<file path="config.mk">
export PLATFORM = sky130hd
export DESIGN_NAME = echoRegs
export DESIGN_NICKNAME = d
export VERILOG_FILES = /design/src/source/audioPkg.sv /design/src/source/busPkg.sv /design/src/source/echoRegs.sv
export SDC_FILE = /design/constraint.sdc
export NUM_CORES = 1
export LEC_CHECK = 0
export ABC_AREA = 1
export BUFFER_PORTS_ARGS = -buffer_cell sky130_fd_sc_hd__buf_2
export CORE_ASPECT_RATIO = 0.5
export CORE_MARGIN = 5
export CORE_UTILIZATION = 35
export CTS_CLUSTER_DIAMETER = 120
export DETAILED_ROUTE_END_ITERATION = 12
export PLACE_DENSITY = 0.74
export SLEW_MARGIN = 0
export SYNTH_ARGS = -nofsm -noshare
export SYNTH_HDL_FRONTEND = slang
export SYNTH_SLANG_ARGS = --single-unit
export TNS_END_PERCENT = 10
</file>
<file path="constraint.sdc">
create_clock -name clk -period 1.2 [get_ports clk]
set_clock_uncertainty 0.05 [all_clocks]
set_input_delay 0.18 -clock clk [delete_from_list [all_inputs] [get_ports clk]]
set_output_delay 0.18 -clock clk [all_outputs]
set_load 0.02 [all_outputs]
</file>
<file path="src/source/audioPkg.sv">
package audioPkg;

    typedef logic signed [7:0] sampleT; // Two's complement audio byte

    typedef struct packed {
        logic        enable; // Echo path on, otherwise the live sample passes straight through
        logic [1:0]  gain;   // Echo gain in quarters
        logic [15:0] offset; // Read distance ahead of the write pointer, in bytes
    } echoCfgT;

    // Per-sample sequence of the mixer
    typedef enum logic [1:0] {
        MIX_IDLE,
        MIX_SEARCH,
        MIX_RECORD,
        MIX_OUT
    } mixStateT;

    typedef enum logic [1:0] {
        BUF_IDLE,  // Waiting for a search or record command
        BUF_READ,  // Read request cycle, or a hit on the stored word
        BUF_WRITE, // Record cycle, a real write only on the fourth byte
        BUF_BUSY   // Waiting for the memory to drop busy
    } bufStateT;

    typedef enum logic {WAIT, REQUEST} portStateT; // Reader and writer side of the buffer controller

endpackage

</file>
<file path="src/source/busPkg.sv">
package busPkg;

    typedef struct packed {
        logic        read;    // One cycle pulse
        logic        write;   // One cycle pulse
        logic [3:0]  select;  // Byte lane enables
        logic [31:0] address; // Byte address, word aligned
        logic [31:0] wdata;
    } sramReqT;

    typedef struct packed {
        logic        busy;  // High for the fixed latency after a request
        logic [31:0] rdata; // Valid once busy falls
    } sramRspT;

    typedef struct packed {
        logic        psel;
        logic        penable;
        logic        pwrite;
        logic [7:0]  paddr;
        logic [31:0] pwdata;
    } apbReqT;

    typedef struct packed {
        logic [31:0] prdata;
        logic        pready;
        logic        pslverr;
    } apbRspT;

    localparam logic [31:0] sramBase = 32'h3300_0000; // Byte address of buffer word 0

    localparam logic [7:0] regCtrl   = 8'h00; // Enable and invalidate command
    localparam logic [7:0] regOffset = 8'h04;
    localparam logic [7:0] regGain   = 8'h08;
    localparam logic [7:0] regStatus = 8'h0C; // Read only buffer status
endpackage

</file>
<file path="src/source/echoRegs.sv">
module echoRegs (
    input  logic              clk,
    input  logic              rst,
    input  busPkg::apbReqT    apbReq,
    input  logic              goodData,
    output busPkg::apbRspT    apbRsp,
    output audioPkg::echoCfgT cfg,
    output logic              modeReset
);
    import busPkg::*;

    logic access;      // APB access phase
    logic writeAccess; // Access phase of a write transfer
    logic mapped;      // Address hits one of the four registers

    assign access      = apbReq.psel && apbReq.penable;
    assign writeAccess = access && apbReq.pwrite;
    assign mapped      = apbReq.paddr inside {regCtrl, regOffset, regGain, regStatus};

    always_ff @(posedge clk, posedge rst) begin
        if (rst) begin
            cfg       <= '0; // Echo off, zero gain, zero offset
            modeReset <= 1'b0;
        end else begin
            modeReset <= writeAccess && (apbReq.paddr == regCtrl) && apbReq.pwdata[1]; // Self clearing
            if (writeAccess) begin
                case (apbReq.paddr)
                    regCtrl:   cfg.enable <= apbReq.pwdata[0];
                    regOffset: cfg.offset <= apbReq.pwdata[15:0];
                    regGain:   cfg.gain   <= apbReq.pwdata[1:0];
                    default:   cfg        <= cfg; // STATUS and unmapped writes change nothing
                endcase
            end
        end
    end

    always_comb begin
        apbRsp.pready  = apbReq.psel;       // No wait states
        apbRsp.pslverr = access && !mapped; // Error only in the access phase
        case (apbReq.paddr)
            regCtrl:   apbRsp.prdata = {31'b0, cfg.enable}; // Invalidate bit always reads 0
            regOffset: apbRsp.prdata = {16'b0, cfg.offset};
            regGain:   apbRsp.prdata = {30'b0, cfg.gain};
            regStatus: apbRsp.prdata = {31'b0, goodData};
            default:   apbRsp.prdata = '0;
        endcase
    end

    // The master may only raise penable inside a selected transfer
    apbEnableInSelect: assert property (@(posedge clk) disable iff (rst)
        apbReq.penable |-> apbReq.psel);

endmodule

</file>
-- Yosys cells after proc, flatten, opt, wreduce, memory -nomap -nowiden
Index checks and enable logic that the tools add are counted.
- logic and storage cells: 19
- register bits: 20
- input bits: 46
- multiplexer cells: 1
- reductions and logical operators: 11
- equality and inequality tests: 3
- operators with widths (cell ; count):
    $pmux W16 S4 ; 1
    $eq A8 B4 Y1 const B ; 2
    $eq A8 B3 Y1 const B ; 1
    $logic_not A8 Y1 ; 1
    $reduce_and A2 Y1 ; 3
    $logic_and A1 B1 Y1 ; 5
    $reduce_bool A4 Y1 ; 1
    $logic_not A1 Y1 ; 1

-- Longest topological paths before layout
Gate-level depths: netlist of run 1.
- depth in word-level cells: 4
- depth in mapped cells: 8

-- Worst setup path before layout of run 1
OpenSTA, ideal clock, no wires.
- path type: input -> output
- start point: in apbReq[39] (netlist bit)
- end point: out apbRsp[10] (netlist bit)
- setup slack: -0.113 ns
- stages: 6
- arrival time: 1.083 ns
- path buffers: 1
- cells stage by stage: nor2_1 -> nand2_2 -> nor2_8 -> inv_2 -> buf_6 -> nor2_1
- RTL lines (element ; RTL line ; text):
    start, declared ; echoRegs.sv:4 ; input busPkg::apbReqT apbReq,
    end, declared ; echoRegs.sv:6 ; output busPkg::apbRspT apbRsp,

==> report_table.html, run 1 <==
<table>
<tr><th>Metric</th><th>Value</th></tr>
<tr><th colspan="2">GRT</th></tr>
<tr><td>Total GRT Usage</td><td>13.55%</td></tr>
<tr><td>Maximum number of pins on one net before global-route repair</td><td>21</td></tr>
<tr><td>Antenna violations before repair</td><td>0</td></tr>
<tr><td>Total global routing overflow</td><td>0</td></tr>
<tr><td>Via count of the first global-routing pass</td><td>1170</td></tr>
<tr><td>Global-route wire length before repair</td><td>5181 um</td></tr>
<tr><th colspan="2">Run status</th></tr>
<tr><td>Status</td><td>finished, violations left</td></tr>
<tr><td>Violated checks</td><td>setup timing</td></tr>
<tr><th colspan="2">Clock network</th></tr>
<tr><td>Clock Tree Root</td><td>clkbuf_8</td></tr>
<tr><td>Clk sinks</td><td>20</td></tr>
<tr><td>Buffers from clock root to sink, at most</td><td>2</td></tr>
<tr><td># H-tree levels</td><td>1</td></tr>
<tr><td>Clock insertion delay at the later pin of the skew report</td><td>0.25 ns</td></tr>
<tr><td>Clock buffers created by TritonCTS</td><td>3</td></tr>
<tr><td>Clk pin slew, worst setup/hold paths</td><td>0.08 ns</td></tr>
<tr><td>TritonCTS clock tree</td><td>done</td></tr>
<tr><th colspan="2">Critical path</th></tr>
<tr><td>R2r startpoint</td><td>cfg[16]$_DFFE_PP0P_</td></tr>
<tr><td>Reg-to-Reg End</td><td>cfg[16]$_DFFE_PP0P_</td></tr>
<tr><td>Slowest stage delay, CP</td><td>0.20 ns</td></tr>
<tr><td>Crit Path Class</td><td>in2out</td></tr>
<tr><td>Number of cell instances on the worst register-to-register path</td><td>2</td></tr>
<tr><td>Reg-to-reg slack, setup</td><td>0.49 ns</td></tr>
<tr><td>Max Fanout on Critical Path</td><td>5</td></tr>
<tr><td>Top cell family by delay on the critical path</td><td>simple AND/OR/NAND/NOR gates</td></tr>
<tr><td>Critical path startpoint category</td><td>input pin</td></tr>
<tr><td>Buffers and inverters on the worst path</td><td>3</td></tr>
<tr><td>Cell-by-cell listing of the critical path</td><td>buf_6 -&gt; nor2_4 -&gt; nand2_4 -&gt; nor2_8 -&gt; nand2_2 -&gt; nand2_1 -&gt; inv_1 -&gt; nand2_1 -&gt; buf_6</td></tr>
<tr><td>Arrival time at the worst endpoint</td><td>1.07 ns</td></tr>
<tr><td>Endpoint required time on the critical path</td><td>0.97 ns</td></tr>
<tr><td>Critical-path cell with the highest stage delay</td><td>nor2_8</td></tr>
<tr><td>Worst Setup End Kind</td><td>primary output</td></tr>
<tr><th colspan="2">Layout</th></tr>
<tr><td>Design area</td><td>0.001857 sq mm</td></tr>
<tr><td>Area used by multi-input combinational logic</td><td>614.3 sq um</td></tr>
<tr><td>Fraction of layout instances using a drive strength above 1</td><td>47.13%</td></tr>
<tr><td>Most common cell after layout, fill and taps aside</td><td>nand2_1</td></tr>
<tr><td>Nets</td><td>291</td></tr>
<tr><td>Reg area</td><td>500.5 sq um</td></tr>
<tr><td>Fill cell total of the finished layout</td><td>288</td></tr>
<tr><td>Antenna diode count</td><td>0</td></tr>
<tr><td>Number of standard cells in the final layout excluding fillers</td><td>286</td></tr>
<tr><td>Post-synthesis to final-layout area growth</td><td>54.74%</td></tr>
<tr><td>Most frequent cells in the layout</td><td>nand2_1 (46), buf_2 (45), inv_1 (22), dfrtp_1 (20), buf_4 (20)</td></tr>
<tr><th colspan="2">Die</th></tr>
<tr><td>Site row count</td><td>15</td></tr>
<tr><td>I/O pins</td><td>100</td></tr>
<tr><td>Y dimension of the die</td><td>51.40 um</td></tr>
<tr><td>Core Region</td><td>0.003359 sq mm</td></tr>
<tr><td>Floorplan die area</td><td>0.004770 sq mm</td></tr>
<tr><td>Starting density of the core</td><td>35.72%</td></tr>
<tr><td>Die width</td><td>92.81 um</td></tr>
<tr><th colspan="2">Detailed routing</th></tr>
<tr><td>Routed via count divided by cell count</td><td>4.315</td></tr>
<tr><td>Top layer in use</td><td>met4</td></tr>
<tr><td>Iteration count of the initial detailed-routing pass</td><td>4</td></tr>
<tr><td>Via count</td><td>1234</td></tr>
<tr><td>Detail Route Antenna Nets</td><td>0</td></tr>
<tr><td>WL per Instance</td><td>11.70 um</td></tr>
<tr><td>Count of unresolved DRC violations after routing</td><td>0</td></tr>
<tr><td>Detailed Route Iter0 Violations</td><td>75</td></tr>
<tr><td>Met2 WL post-DR</td><td>1890 um</td></tr>
<tr><td>Overall routed net length</td><td>3345 um</td></tr>
<tr><td>Post-route met1 wirelength</td><td>1205 um</td></tr>
<tr><td>Wire length on met3</td><td>196 um</td></tr>
<tr><th colspan="2">Timing</th></tr>
<tr><td>Count of final max-slew check failures</td><td>0</td></tr>
<tr><td>Maximum frequency from static timing analysis</td><td>0.7722 GHz</td></tr>
<tr><td>Number of setup violations in the final report</td><td>17</td></tr>
<tr><td>Final worst path period need</td><td>1.295 ns</td></tr>
<tr><td>Hold WS</td><td>0.09012 ns</td></tr>
<tr><td>Unrepaired setup endpoints after global routing</td><td>yes</td></tr>
<tr><td>Endpoints failing hold</td><td>0</td></tr>
<tr><td>Least setup slack across all paths after layout</td><td>-0.09502 ns</td></tr>
<tr><td>Tcrit/Tclk final</td><td>107.9%</td></tr>
<tr><th colspan="2">Synth</th></tr>
<tr><td>Register bit count reported by yosys</td><td>20</td></tr>
<tr><td>Synthesis Warnings</td><td>0</td></tr>
<tr><td>Multiplexer fraction of the synthesized cell area</td><td>0%</td></tr>
<tr><td>Share of the yosys chip area belonging to registers</td><td>41.71%</td></tr>
<tr><td>Post-Synthesis Mean Instance Area</td><td>7.142 sq um</td></tr>
<tr><td>Area fraction in and, or, nand and nor cells after synthesis</td><td>34.83%</td></tr>
<tr><td>Post-synthesis compound-gate area fraction</td><td>2.086%</td></tr>
<tr><td>Unique cell type count in the Yosys netlist</td><td>15</td></tr>
<tr><td>Post-synthesis share of cell area spent on xor and xnor gates</td><td>0%</td></tr>
<tr><td>Combinational family with the most area after synthesis</td><td>simple AND/OR/NAND/NOR gates</td></tr>
<tr><td>Cell area after technology mapping</td><td>0.001200 sq mm</td></tr>
<tr><td>Synthesized netlist cell count</td><td>168</td></tr>
<tr><td>Adder-cell share of the synthesized area</td><td>0%</td></tr>
<tr><th colspan="2">Place</th></tr>
<tr><td>Placed wire-length estimate</td><td>2422 um</td></tr>
<tr><td>Port buffer count</td><td>67</td></tr>
<tr><td>Dpl cell area</td><td>0.001567 sq mm</td></tr>
<tr><td>Cell count after placement</td><td>279</td></tr>
<tr><td>Final weighted congestion in routability-driven placement</td><td>0.8232</td></tr>
<tr><th colspan="2">Hold path</th></tr>
<tr><td>Hold Startpoint</td><td>apbReq[12]</td></tr>
<tr><td>Cells on Worst Hold Path</td><td>3</td></tr>
<tr><td>Capture endpoint of the worst hold path</td><td>cfg[12]$_DFFE_PP0P_</td></tr>
<tr><td>Class of the most critical hold timing path</td><td>in2reg</td></tr>
<tr><th colspan="2">Pwr</th></tr>
<tr><td>IR drop worst, VDD</td><td>0.0005681 V</td></tr>
<tr><td>PnR Total Power</td><td>1.588 mW</td></tr>
<tr><td>Cell Pwr Density</td><td>855.2 mW/mm^2</td></tr>
<tr><td>Static Leakage</td><td>1.063 nW</td></tr>
<tr><th colspan="2">Job</th></tr>
<tr><td>Max Cap Violations</td><td>0</td></tr>
</table>
[metrics by stage]
step                setup TNS, ns  setup slack [ns]  util, %
floorplan                 -0.3897          -0.03830        -
global placement           -3.596           -0.1443    46.63
detailed placement         -4.950           -0.1930    46.63
CTS                       -0.8279          -0.07437    53.97
global route               -2.214           -0.1654    55.27
finish                     -1.138          -0.09502    55.27
[area by class of cell]
cell class,count,share of cell area (%)
clock buffer,3,2.224
clock inverter,1,1.617
inverter,24,5.256
multi-input combinational,118,33.09
sequential,20,26.95
tap,42,2.830
timing repair buffer,78,28.03
[timing repair]
item	CTS	global route
pin swaps	9	9
buffers inserted	1	1
endpoints found under the setup margin	17	25
hold endpoints to repair	20	0
cloned	0	0
gates resized for setup	48	10
hold buffers	1	0
[cells in the mapped netlist]
| cell | n | area (sq um) |
|---|---|---|
| inv_2 | 2 | 7.510 |
| buf_2 | 1 | 5.000 |
| nor2_1 | 25 | 93.84 |
| nor2_8 | 1 | 20.02 |
| inv_1 | 22 | 82.58 |
| buf_6 | 2 | 22.52 |
| nand2_4 | 1 | 11.26 |
| buf_4 | 18 | 135.1 |
| nand2_2 | 2 | 12.51 |
| o21ai_0 | 5 | 25.02 |
| nor2_2 | 3 | 18.77 |
| nand2_1 | 51 | 191.4 |
| dfrtp_1 | 20 | 500.5 |
| conb_1 | 1 | 3.750 |
| nand3_1 | 14 | 70.07 |
[per-layer routing]
| layer | track usage (%) | vias to the layer above |
|---|---|---|
| met5 | 0 | - |
| met2 | 26.22 | 43 |
| met4 | 3.893 | 0 |
| met1 | 14.72 | 569 |
| li1 | - | 616 |
| met3 | 3.529 | 6 |
[where the power goes]
| part | switching (mW) | leakage [nW] | total, mW | internal [mW] |
|---|---|---|---|---|
| clock | 0.227 | 0.0357 | 0.672 | 0.445 |
| combinational | 0.145 | 0.749 | 0.226 | 0.0802 |
| sequential | 0.00756 | 0.279 | 0.690 | 0.683 |
[kinds of logic after synthesis]
group	Yosys count
AND/OR/NAND/NOR	97
buffers and inverters	45
flip-flops	20
AO/OA/AOI/OAI	5
other	1
[flip-flops by register name (all words and copies together), names as in the netlist]
signal and cells:
cfg 19, modeReset 1
[tightest hold or removal path, stage by stage]
cell and delay [ns]:
buf_2 0.07, nand3_1 0.06, nand2_1 0.06
[how the worst max path moves through the flow]
stage / start / end / cells past startpoint
after floorplan: apbReq[39] / apbRsp[10] / 6
after global placement: apbReq[33] / apbRsp[4] / 7
after detailed placement: apbReq[33] / apbRsp[7] / 7
after CTS: apbReq[32] / apbRsp[7] / 7
after global routing: apbReq[38] / apbRsp[2] / 9
final: apbReq[38] / apbRsp[2] / 9
No activity file was read; power rests on OpenSTA's default activity.
==> inputs of run 2 (changes only) <==
Settings changed: CORE_UTILIZATION 35 to 38, PLACE_DENSITY 0.74 to 0.79.
==> report_table.html, run 2 (synthesis gave the netlist of run 1 again) <==
<table>
<tr><th>Metric</th><th>Value</th></tr>
<tr><th colspan="2">Layout</th></tr>
<tr><td>Fill cell total of the finished layout</td><td>267 (was 288)</td></tr>
<tr><td>Registers with the most flip-flops</td><td>cfg (19), modeReset (1) (unchanged)</td></tr>
<tr><td>Fraction of layout instances using a drive strength above 1</td><td>43.10% (was 47.13%)</td></tr>
<tr><td>Number of standard cells in the final layout excluding fillers</td><td>279 (was 286)</td></tr>
<tr><td>Post-synthesis to final-layout area growth</td><td>47.03% (was 54.74%)</td></tr>
<tr><td>Nets</td><td>287 (was 291)</td></tr>
<tr><td>Reg area</td><td>500.5 sq um (unchanged)</td></tr>
<tr><td>Area used by multi-input combinational logic</td><td>588.1 sq um (was 614.3 sq um)</td></tr>
<tr><td>Register name with the most flops</td><td>cfg (unchanged)</td></tr>
<tr><td>Flip-flop count of the largest register after layout</td><td>19 (unchanged)</td></tr>
<tr><td>Most frequent cells in the layout</td><td>nand2_1 (49), buf_2 (45), inv_1 (22), dfrtp_1 (20), buf_4 (17) (was nand2_1 (46), buf_2 (45), inv_1 (22), dfrtp_1 (20), buf_4 (20))</td></tr>
<tr><td>Most common cell after layout, fill and taps aside</td><td>nand2_1 (unchanged)</td></tr>
<tr><td>Antenna diode count</td><td>0 (unchanged)</td></tr>
<tr><td>Design area</td><td>0.001764 sq mm (was 0.001857 sq mm)</td></tr>
<tr><th colspan="2">Run status</th></tr>
<tr><td>Status</td><td>finished, violations left (unchanged)</td></tr>
<tr><td>Violated checks</td><td>setup timing (unchanged)</td></tr>
<tr><th colspan="2">Pwr</th></tr>
<tr><td>Reg power frac</td><td>51.8% (was 43.5%)</td></tr>
<tr><td>IR drop worst, VDD</td><td>0.0003596 V (was 0.0005681 V)</td></tr>
<tr><td>Static Leakage</td><td>1.038 nW (was 1.063 nW)</td></tr>
<tr><td>Cell Pwr Density</td><td>757.0 mW/mm^2 (was 855.2 mW/mm^2)</td></tr>
<tr><td>Power spent charging and discharging nets</td><td>0.3504 mW (was 0.3795 mW)</td></tr>
<tr><td>Total internal power</td><td>0.9851 mW (was 1.208 mW)</td></tr>
<tr><td>Fraction of power consumed by combinational cells</td><td>16.4% (was 14.2%)</td></tr>
<tr><td>Clock Power Share</td><td>31.9% (was 42.3%)</td></tr>
<tr><td>Net Sw Frac</td><td>26.24% (was 23.90%)</td></tr>
<tr><th colspan="2">GRT</th></tr>
<tr><td>Total global routing overflow</td><td>0 (unchanged)</td></tr>
<tr><td>Via count of the first global-routing pass</td><td>1037 (was 1170)</td></tr>
<tr><td>Total GRT Usage</td><td>13.73% (was 13.55%)</td></tr>
<tr><td>Global-route wire length before repair</td><td>4823 um (was 5181 um)</td></tr>
<tr><td>Antenna violations before repair</td><td>0 (unchanged)</td></tr>
<tr><td>Maximum number of pins on one net before global-route repair</td><td>21 (unchanged)</td></tr>
<tr><th colspan="2">Timing</th></tr>
<tr><td>Unrepaired setup endpoints after global routing</td><td>yes (unchanged)</td></tr>
<tr><td>Endpoints failing hold</td><td>0 (unchanged)</td></tr>
<tr><td>Tcrit/Tclk final</td><td>104.4% (was 107.9%)</td></tr>
<tr><td>Count of final max-slew check failures</td><td>0 (unchanged)</td></tr>
<tr><td>Least setup slack across all paths after layout</td><td>-0.05331 ns (was -0.09502 ns)</td></tr>
<tr><td>Number of setup violations in the final report</td><td>17 (unchanged)</td></tr>
<tr><td>Maximum frequency from static timing analysis</td><td>0.7979 GHz (was 0.7722 GHz)</td></tr>
<tr><td>Final worst path period need</td><td>1.253 ns (was 1.295 ns)</td></tr>
<tr><th colspan="2">Detailed routing</th></tr>
<tr><td>WL per Instance</td><td>11.19 um (was 11.70 um)</td></tr>
<tr><td>Iteration count of the initial detailed-routing pass</td><td>4 (unchanged)</td></tr>
<tr><td>Detail Route Antenna Nets</td><td>0 (unchanged)</td></tr>
<tr><td>Routed via count divided by cell count</td><td>4.333 (was 4.315)</td></tr>
<tr><td>Overall routed net length</td><td>3121 um (was 3345 um)</td></tr>
<tr><td>Via count</td><td>1209 (was 1234)</td></tr>
<tr><td>Detailed Route Iter0 Violations</td><td>39 (was 75)</td></tr>
<tr><td>Count of unresolved DRC violations after routing</td><td>0 (unchanged)</td></tr>
<tr><th colspan="2">Die</th></tr>
<tr><td>Y dimension of the die</td><td>49.74 um (was 51.40 um)</td></tr>
<tr><td>Core Region</td><td>0.003013 sq mm (was 0.003359 sq mm)</td></tr>
<tr><td>Floorplan die area</td><td>0.004450 sq mm (was 0.004770 sq mm)</td></tr>
<tr><td>Site row count</td><td>14 (was 15)</td></tr>
<tr><td>Starting density of the core</td><td>39.83% (was 35.72%)</td></tr>
<tr><td>Die width</td><td>89.47 um (was 92.81 um)</td></tr>
<tr><td>I/O pins</td><td>100 (unchanged)</td></tr>
<tr><th colspan="2">Place</th></tr>
<tr><td>Cell count after placement</td><td>275 (was 279)</td></tr>
<tr><td>Placed wire-length estimate</td><td>2366 um (was 2422 um)</td></tr>
<tr><td>Port buffer count</td><td>67 (unchanged)</td></tr>
<tr><td>Final weighted congestion in routability-driven placement</td><td>0.7590 (was 0.8232)</td></tr>
<tr><td>Dpl cell area</td><td>0.001549 sq mm (was 0.001567 sq mm)</td></tr>
<tr><th colspan="2">Job</th></tr>
<tr><td>Max Cap Violations</td><td>0 (unchanged)</td></tr>
<tr><th colspan="2">Critical path</th></tr>
<tr><td>Critical path startpoint category</td><td>input pin (unchanged)</td></tr>
<tr><td>Crit Path Class</td><td>in2out (unchanged)</td></tr>
<tr><td>Slowest stage delay, CP</td><td>0.19 ns (was 0.20 ns)</td></tr>
<tr><td>Cell-by-cell listing of the critical path</td><td>buf_6 -&gt; nor2_4 -&gt; nand2_4 -&gt; nor2_8 -&gt; buf_6 -&gt; nand2_2 -&gt; nand2_2 -&gt; buf_6 (was buf_6 -&gt; nor2_4 -&gt; nand2_4 -&gt; nor2_8 -&gt; nand2_2 -&gt; nand2_1 -&gt; inv_1 -&gt; nand2_1 -&gt; buf_6)</td></tr>
<tr><td>Most Frequent Cell on Critical Path</td><td>buf_6</td></tr>
<tr><td>Buffers and inverters on the worst path</td><td>3 (unchanged)</td></tr>
<tr><td>Endpoint required time on the critical path</td><td>0.97 ns (about the same)</td></tr>
<tr><td>Arrival time at the worst endpoint</td><td>1.02 ns (was 1.07 ns)</td></tr>
<tr><td>Worst Setup End Kind</td><td>primary output (unchanged)</td></tr>
<tr><td>Max Fanout on Critical Path</td><td>5 (unchanged)</td></tr>
<tr><td>Top cell family by delay on the critical path</td><td>simple AND/OR/NAND/NOR gates (unchanged)</td></tr>
<tr><td>Critical-path cell with the highest stage delay</td><td>nor2_8 (unchanged)</td></tr>
<tr><th colspan="2">Clock network</th></tr>
<tr><td>TritonCTS clock tree</td><td>done (unchanged)</td></tr>
<tr><td>Clock insertion delay at the later pin of the skew report</td><td>0.25 ns (about the same)</td></tr>
<tr><td>Clk pin slew, worst setup/hold paths</td><td>0.07 ns (was 0.08 ns)</td></tr>
<tr><td>Buffers from clock root to sink, at most</td><td>2 (unchanged)</td></tr>
<tr><td>Clock Tree Root</td><td>clkbuf_8 (unchanged)</td></tr>
<tr><td>Clock buffers created by TritonCTS</td><td>3 (unchanged)</td></tr>
<tr><td>Clk sinks</td><td>20 (unchanged)</td></tr>
<tr><td># H-tree levels</td><td>1 (unchanged)</td></tr>
<tr><th colspan="2">Hold path</th></tr>
<tr><td>Class of the most critical hold timing path</td><td>in2reg (unchanged)</td></tr>
</table>
run 2: layer usage:
metal  vias to the layer above  wire length (um)  GRT usage [%]  part of all wire [%]
li1                        606                 -              -                     -
met1                       550              1109          15.86                    36
met2                        49              1736          24.94                    56
met3                         4               238          2.995                   7.6
met4                         0                37          4.455                   1.2
met5                         -                 0              0                     0
run 2: final timing paths:
kind / from / endpoint / slack, ns / depth (start not counted)
max: apbReq[38] / apbRsp[3] / -0.05 / 8
min reg2reg: cfg[8]$_DFFE_PP0P_ / cfg[8]$_DFFE_PP0P_ / 0.45 / 2
min in group asynchronous: rst / modeReset$_DFF_PP0_ / 0.46 / 4
max in group asynchronous: rst / cfg[14]$_DFFE_PP0P_ / 0.42 / 4
min: apbReq[7] / cfg[7]$_DFFE_PP0P_ / 0.10 / 3
max reg2reg: cfg[0]$_DFFE_PP0P_ / cfg[0]$_DFFE_PP0P_ / 0.46 / 2
run 2: what timing repair did:
action	4_1_cts	5_1_grt
pin swaps	6	8
hold endpoints to repair	20	0
resized for setup	39	10
endpoints found under the setup margin	17	18
hold buffers	1	0
buffers inserted	0	0
run 2: power groups by stage:
stage,Clock [mW],Sequential (mW),Combinational (mW)
6_report,0.426,0.691,0.218
5_1_grt,0.464,0.692,0.240
4_1_cts,0.429,0.691,0.210
3_5_place_dp,0,0.704,0.188
3_3_place_gp,0,0.703,0.183
2_1_floorplan,0,0.715,0.141
run 2: stage by stage:
step | setup TNS (ns) | setup WS (ns) | util [%] | power (mW) | hold slack [ns]
floorplan | -0.3897 | -0.03830 | - | 0.8551 | 0.09383
global placement | -4.034 | -0.1715 | 51.41 | 0.8863 | 0.1611
CTS | -0.7138 | -0.07027 | 57.39 | 1.331 | 0.1050
detailed placement | -5.249 | -0.1939 | 51.41 | 0.8915 | 0.1710
global route | -1.397 | -0.1122 | 58.55 | 1.396 | 0.1114
finish | -0.5165 | -0.05331 | 58.55 | 1.336 | 0.1037
run 2: tightest hold or removal path, cell delays in order:
cell,delay (ns)
buf_2,0.07
nand3_1,0.06
nand2_1,0.06
run 2: layout make-up:
| type | instances | share of cell area, % |
|---|---|---|
| Clock buffer | 3 | 2.340 |
| Inverter | 24 | 5.532 |
| Multi-Input combinational cell | 118 | 33.33 |
| Sequential cell | 20 | 28.37 |
| Tap cell | 40 | 2.837 |
| Timing Repair Buffer | 74 | 27.59 |
==> inputs of run 3 (changes only) <==
Settings changed: SETUP_SLACK_MARGIN set to 0.02.
==> report_table.html, run 3 (synthesis gave the netlist of run 1 again) <==
<table>
<tr><th>Metric</th><th>Value</th></tr>
<tr><th colspan="2">Die</th></tr>
<tr><td>Starting density of the core</td><td>39.83% (unchanged)</td></tr>
<tr><td>Floorplan die area</td><td>0.004450 sq mm (unchanged)</td></tr>
<tr><td>Y dimension of the die</td><td>49.74 um (unchanged)</td></tr>
<tr><td>Core Region</td><td>0.003013 sq mm (unchanged)</td></tr>
<tr><td>Die width</td><td>89.47 um (unchanged)</td></tr>
<tr><td>I/O pins</td><td>100 (unchanged)</td></tr>
<tr><td>Site row count</td><td>14 (unchanged)</td></tr>
<tr><th colspan="2">GRT</th></tr>
<tr><td>Via count of the first global-routing pass</td><td>1148 (was 1037)</td></tr>
<tr><td>Total GRT Usage</td><td>14.74% (was 13.73%)</td></tr>
<tr><td>Antenna violations before repair</td><td>0 (unchanged)</td></tr>
<tr><td>Maximum number of pins on one net before global-route repair</td><td>21 (unchanged)</td></tr>
<tr><td>Total global routing overflow</td><td>0 (unchanged)</td></tr>
<tr><td>Global-route wire length before repair</td><td>5071 um (was 4823 um)</td></tr>
<tr><th colspan="2">Layout</th></tr>
<tr><td>Register name with the most flops</td><td>cfg (unchanged)</td></tr>
<tr><td>Design area</td><td>0.001928 sq mm (was 0.001764 sq mm)</td></tr>
<tr><td>Nets</td><td>291 (was 287)</td></tr>
<tr><td>Registers with the most flip-flops</td><td>cfg (19), modeReset (1) (unchanged)</td></tr>
<tr><td>Post-synthesis to final-layout area growth</td><td>60.69% (was 47.03%)</td></tr>
<tr><td>Fill cell total of the finished layout</td><td>239 (was 267)</td></tr>
<tr><td>Antenna diode count</td><td>0 (unchanged)</td></tr>
<tr><td>Fraction of layout instances using a drive strength above 1</td><td>45.90% (was 43.10%)</td></tr>
<tr><td>Most frequent cells in the layout</td><td>nand2_1 (48), buf_2 (45), inv_1 (22), dfrtp_1 (20), buf_6 (20) (was nand2_1 (49), buf_2 (45), inv_1 (22), dfrtp_1 (20), buf_4 (17))</td></tr>
<tr><td>Flip-flop count of the largest register after layout</td><td>19 (unchanged)</td></tr>
<tr><td>Most common cell after layout, fill and taps aside</td><td>nand2_1 (unchanged)</td></tr>
<tr><th colspan="2">Detailed routing</th></tr>
<tr><td>Via count</td><td>1302 (was 1209)</td></tr>
<tr><td>Detailed Route Iter0 Violations</td><td>116 (was 39)</td></tr>
<tr><td>Count of unresolved DRC violations after routing</td><td>0 (unchanged)</td></tr>
<tr><td>WL per Instance</td><td>13.10 um (was 11.19 um)</td></tr>
<tr><td>Overall routed net length</td><td>3719 um (was 3121 um)</td></tr>
<tr><td>Iteration count of the initial detailed-routing pass</td><td>4 (unchanged)</td></tr>
<tr><td>Routed via count divided by cell count</td><td>4.585 (was 4.333)</td></tr>
<tr><td>Detail Route Antenna Nets</td><td>0 (unchanged)</td></tr>
<tr><th colspan="2">Critical path</th></tr>
<tr><td>Reg-to-Reg End</td><td>cfg[1]$_DFFE_PP0P_ (was cfg[0]$_DFFE_PP0P_)</td></tr>
<tr><td>Reg-to-reg slack, setup</td><td>0.41 ns (was 0.46 ns)</td></tr>
<tr><td>Crit Path Class</td><td>in2out (unchanged)</td></tr>
<tr><td>Endpoint required time on the critical path</td><td>0.97 ns (about the same)</td></tr>
<tr><td>Arrival time at the worst endpoint</td><td>1.09 ns (was 1.02 ns)</td></tr>
<tr><td>Worst Setup End Kind</td><td>primary output (unchanged)</td></tr>
<tr><td>Max Fanout on Critical Path</td><td>4 (was 5)</td></tr>
<tr><td>Critical path startpoint category</td><td>input pin (unchanged)</td></tr>
<tr><td>Number of cell instances on the worst register-to-register path</td><td>2 (unchanged)</td></tr>
<tr><td>R2r startpoint</td><td>cfg[1]$_DFFE_PP0P_ (was cfg[0]$_DFFE_PP0P_)</td></tr>
<tr><th colspan="2">Job</th></tr>
<tr><td>Max Cap Violations</td><td>0 (unchanged)</td></tr>
<tr><th colspan="2">Clock network</th></tr>
<tr><td># H-tree levels</td><td>1 (unchanged)</td></tr>
<tr><td>Clock insertion delay at the later pin of the skew report</td><td>0.26 ns (was 0.25 ns)</td></tr>
<tr><td>Clk pin slew, worst setup/hold paths</td><td>0.07 ns (about the same)</td></tr>
<tr><td>Clk sinks</td><td>20 (unchanged)</td></tr>
<tr><td>TritonCTS clock tree</td><td>done (unchanged)</td></tr>
<tr><td>Clock buffers created by TritonCTS</td><td>3 (unchanged)</td></tr>
<tr><td>Clock Tree Root</td><td>clkbuf_8 (unchanged)</td></tr>
<tr><td>Buffers from clock root to sink, at most</td><td>2 (unchanged)</td></tr>
<tr><th colspan="2">Timing</th></tr>
<tr><td>Maximum frequency from static timing analysis</td><td>0.7585 GHz (was 0.7979 GHz)</td></tr>
<tr><td>Count of final max-slew check failures</td><td>0 (unchanged)</td></tr>
<tr><td>Number of setup violations in the final report</td><td>18 (was 17)</td></tr>
<tr><td>Final worst path period need</td><td>1.318 ns (was 1.253 ns)</td></tr>
<tr><td>Unrepaired setup endpoints after global routing</td><td>yes (unchanged)</td></tr>
<tr><td>Endpoints failing hold</td><td>0 (unchanged)</td></tr>
<tr><td>Tcrit/Tclk final</td><td>109.9% (was 104.4%)</td></tr>
<tr><td>Least setup slack across all paths after layout</td><td>-0.1184 ns (was -0.05331 ns)</td></tr>
<tr><td>Hold WS</td><td>0.09474 ns (was 0.1037 ns)</td></tr>
<tr><th colspan="2">Hold path</th></tr>
<tr><td>Hold Startpoint</td><td>apbReq[14] (was apbReq[7])</td></tr>
<tr><td>Capture endpoint of the worst hold path</td><td>cfg[14]$_DFFE_PP0P_ (was cfg[7]$_DFFE_PP0P_)</td></tr>
<tr><td>Class of the most critical hold timing path</td><td>in2reg (unchanged)</td></tr>
<tr><td>Cells on Worst Hold Path</td><td>3 (unchanged)</td></tr>
<tr><th colspan="2">Place</th></tr>
<tr><td>Placed wire-length estimate</td><td>2420 um (was 2366 um)</td></tr>
<tr><td>Dpl cell area</td><td>0.001617 sq mm (was 0.001549 sq mm)</td></tr>
<tr><td>Port buffer count</td><td>67 (unchanged)</td></tr>
<tr><td>Final weighted congestion in routability-driven placement</td><td>0.8266 (was 0.7590)</td></tr>
<tr><th colspan="2">Run status</th></tr>
<tr><td>Violated checks</td><td>setup timing (unchanged)</td></tr>
<tr><td>Status</td><td>finished, violations left (unchanged)</td></tr>
<tr><th colspan="2">Pwr</th></tr>
<tr><td>Static Leakage</td><td>1.065 nW (was 1.038 nW)</td></tr>
<tr><td>IR drop worst, VDD</td><td>0.0003595 V (was 0.0003596 V)</td></tr>
<tr><td>PnR Total Power</td><td>1.438 mW (was 1.336 mW)</td></tr>
<tr><td>Cell Pwr Density</td><td>745.9 mW/mm^2 (was 757.0 mW/mm^2)</td></tr>
</table>
run 3: cell count changes in the layout (fill, tap and decap cells not counted), sizes merged:
cell,previous run,this run
buf,73,77
clkbuf,3,4
run 3: per-stage QoR:
stage	std cells	utilization [%]	setup TNS (ns)	setup slack [ns]
2_1_floorplan	183	-	0	0.01089
3_3_place_gp	276	53.65	-2.853	-0.1658
3_5_place_dp	276	53.65	-3.533	-0.1891
4_1_cts	283	61.88	-0.8380	-0.09080
5_1_grt	284	64.00	-2.478	-0.1832
6_report	284	64.00	-1.379	-0.1184
run 3: layout make-up:
class	instances	area, sq um	area share (%)
Timing Repair Buffer	78	563.0	29.20
Clock buffer	4	55.05	2.855
Sequential cell	20	500.5	25.96
Tap cell	40	50.05	2.596
Multi-Input combinational cell	118	656.9	34.07
Inverter	24	102.6	5.321
run 3: critical path, cell delays in order:
cell,delay (ns)
buf_6,0.10
nor2_4,0.15
nand2_4,0.08
nor2_8,0.13
buf_12,0.13
buf_6,0.10
nand2_2,0.04
nand2_2,0.07
buf_6,0.11
run 3: what timing repair did:
action                                  in CTS  in global routing
pin swaps                                    9                  5
endpoints found under the setup margin      17                 24
gates resized for setup                     50                 11
setup buffers                                2                  1
hold endpoints to repair                    20                  0
cloned                                       0                  0
hold buffers                                 1                  0
run 3: worst max path at each step:
stage	cells after the start	from	endpoint
global route	9	apbReq[32]	apbRsp[3]
floorplan	6	apbReq[37]	apbRsp[10]
CTS	9	apbReq[38]	apbRsp[2]
detailed placement	9	apbReq[39]	apbRsp[2]
finish	9	apbReq[32]	apbRsp[3]
global placement	9	apbReq[37]	apbRsp[2]
run 3: metal layers:
metal,up-vias,global-route usage (%),share of wire (%)
met3,12,4.659,8.4
met2,69,26.77,53
met1,600,15.98,36
met5,-,0,0
met4,0,5.198,3.3
li1,621,-,-
run 3: power by group:
| group | leakage [nW] | internal, mW | switching [mW] |
|---|---|---|---|
| clock network | 0.0288 | 0.292 | 0.225 |
| registers | 0.279 | 0.683 | 0.00795 |
| logic | 0.758 | 0.0794 | 0.150 |
| total | 1.07 | 1.06 | 0.383 |
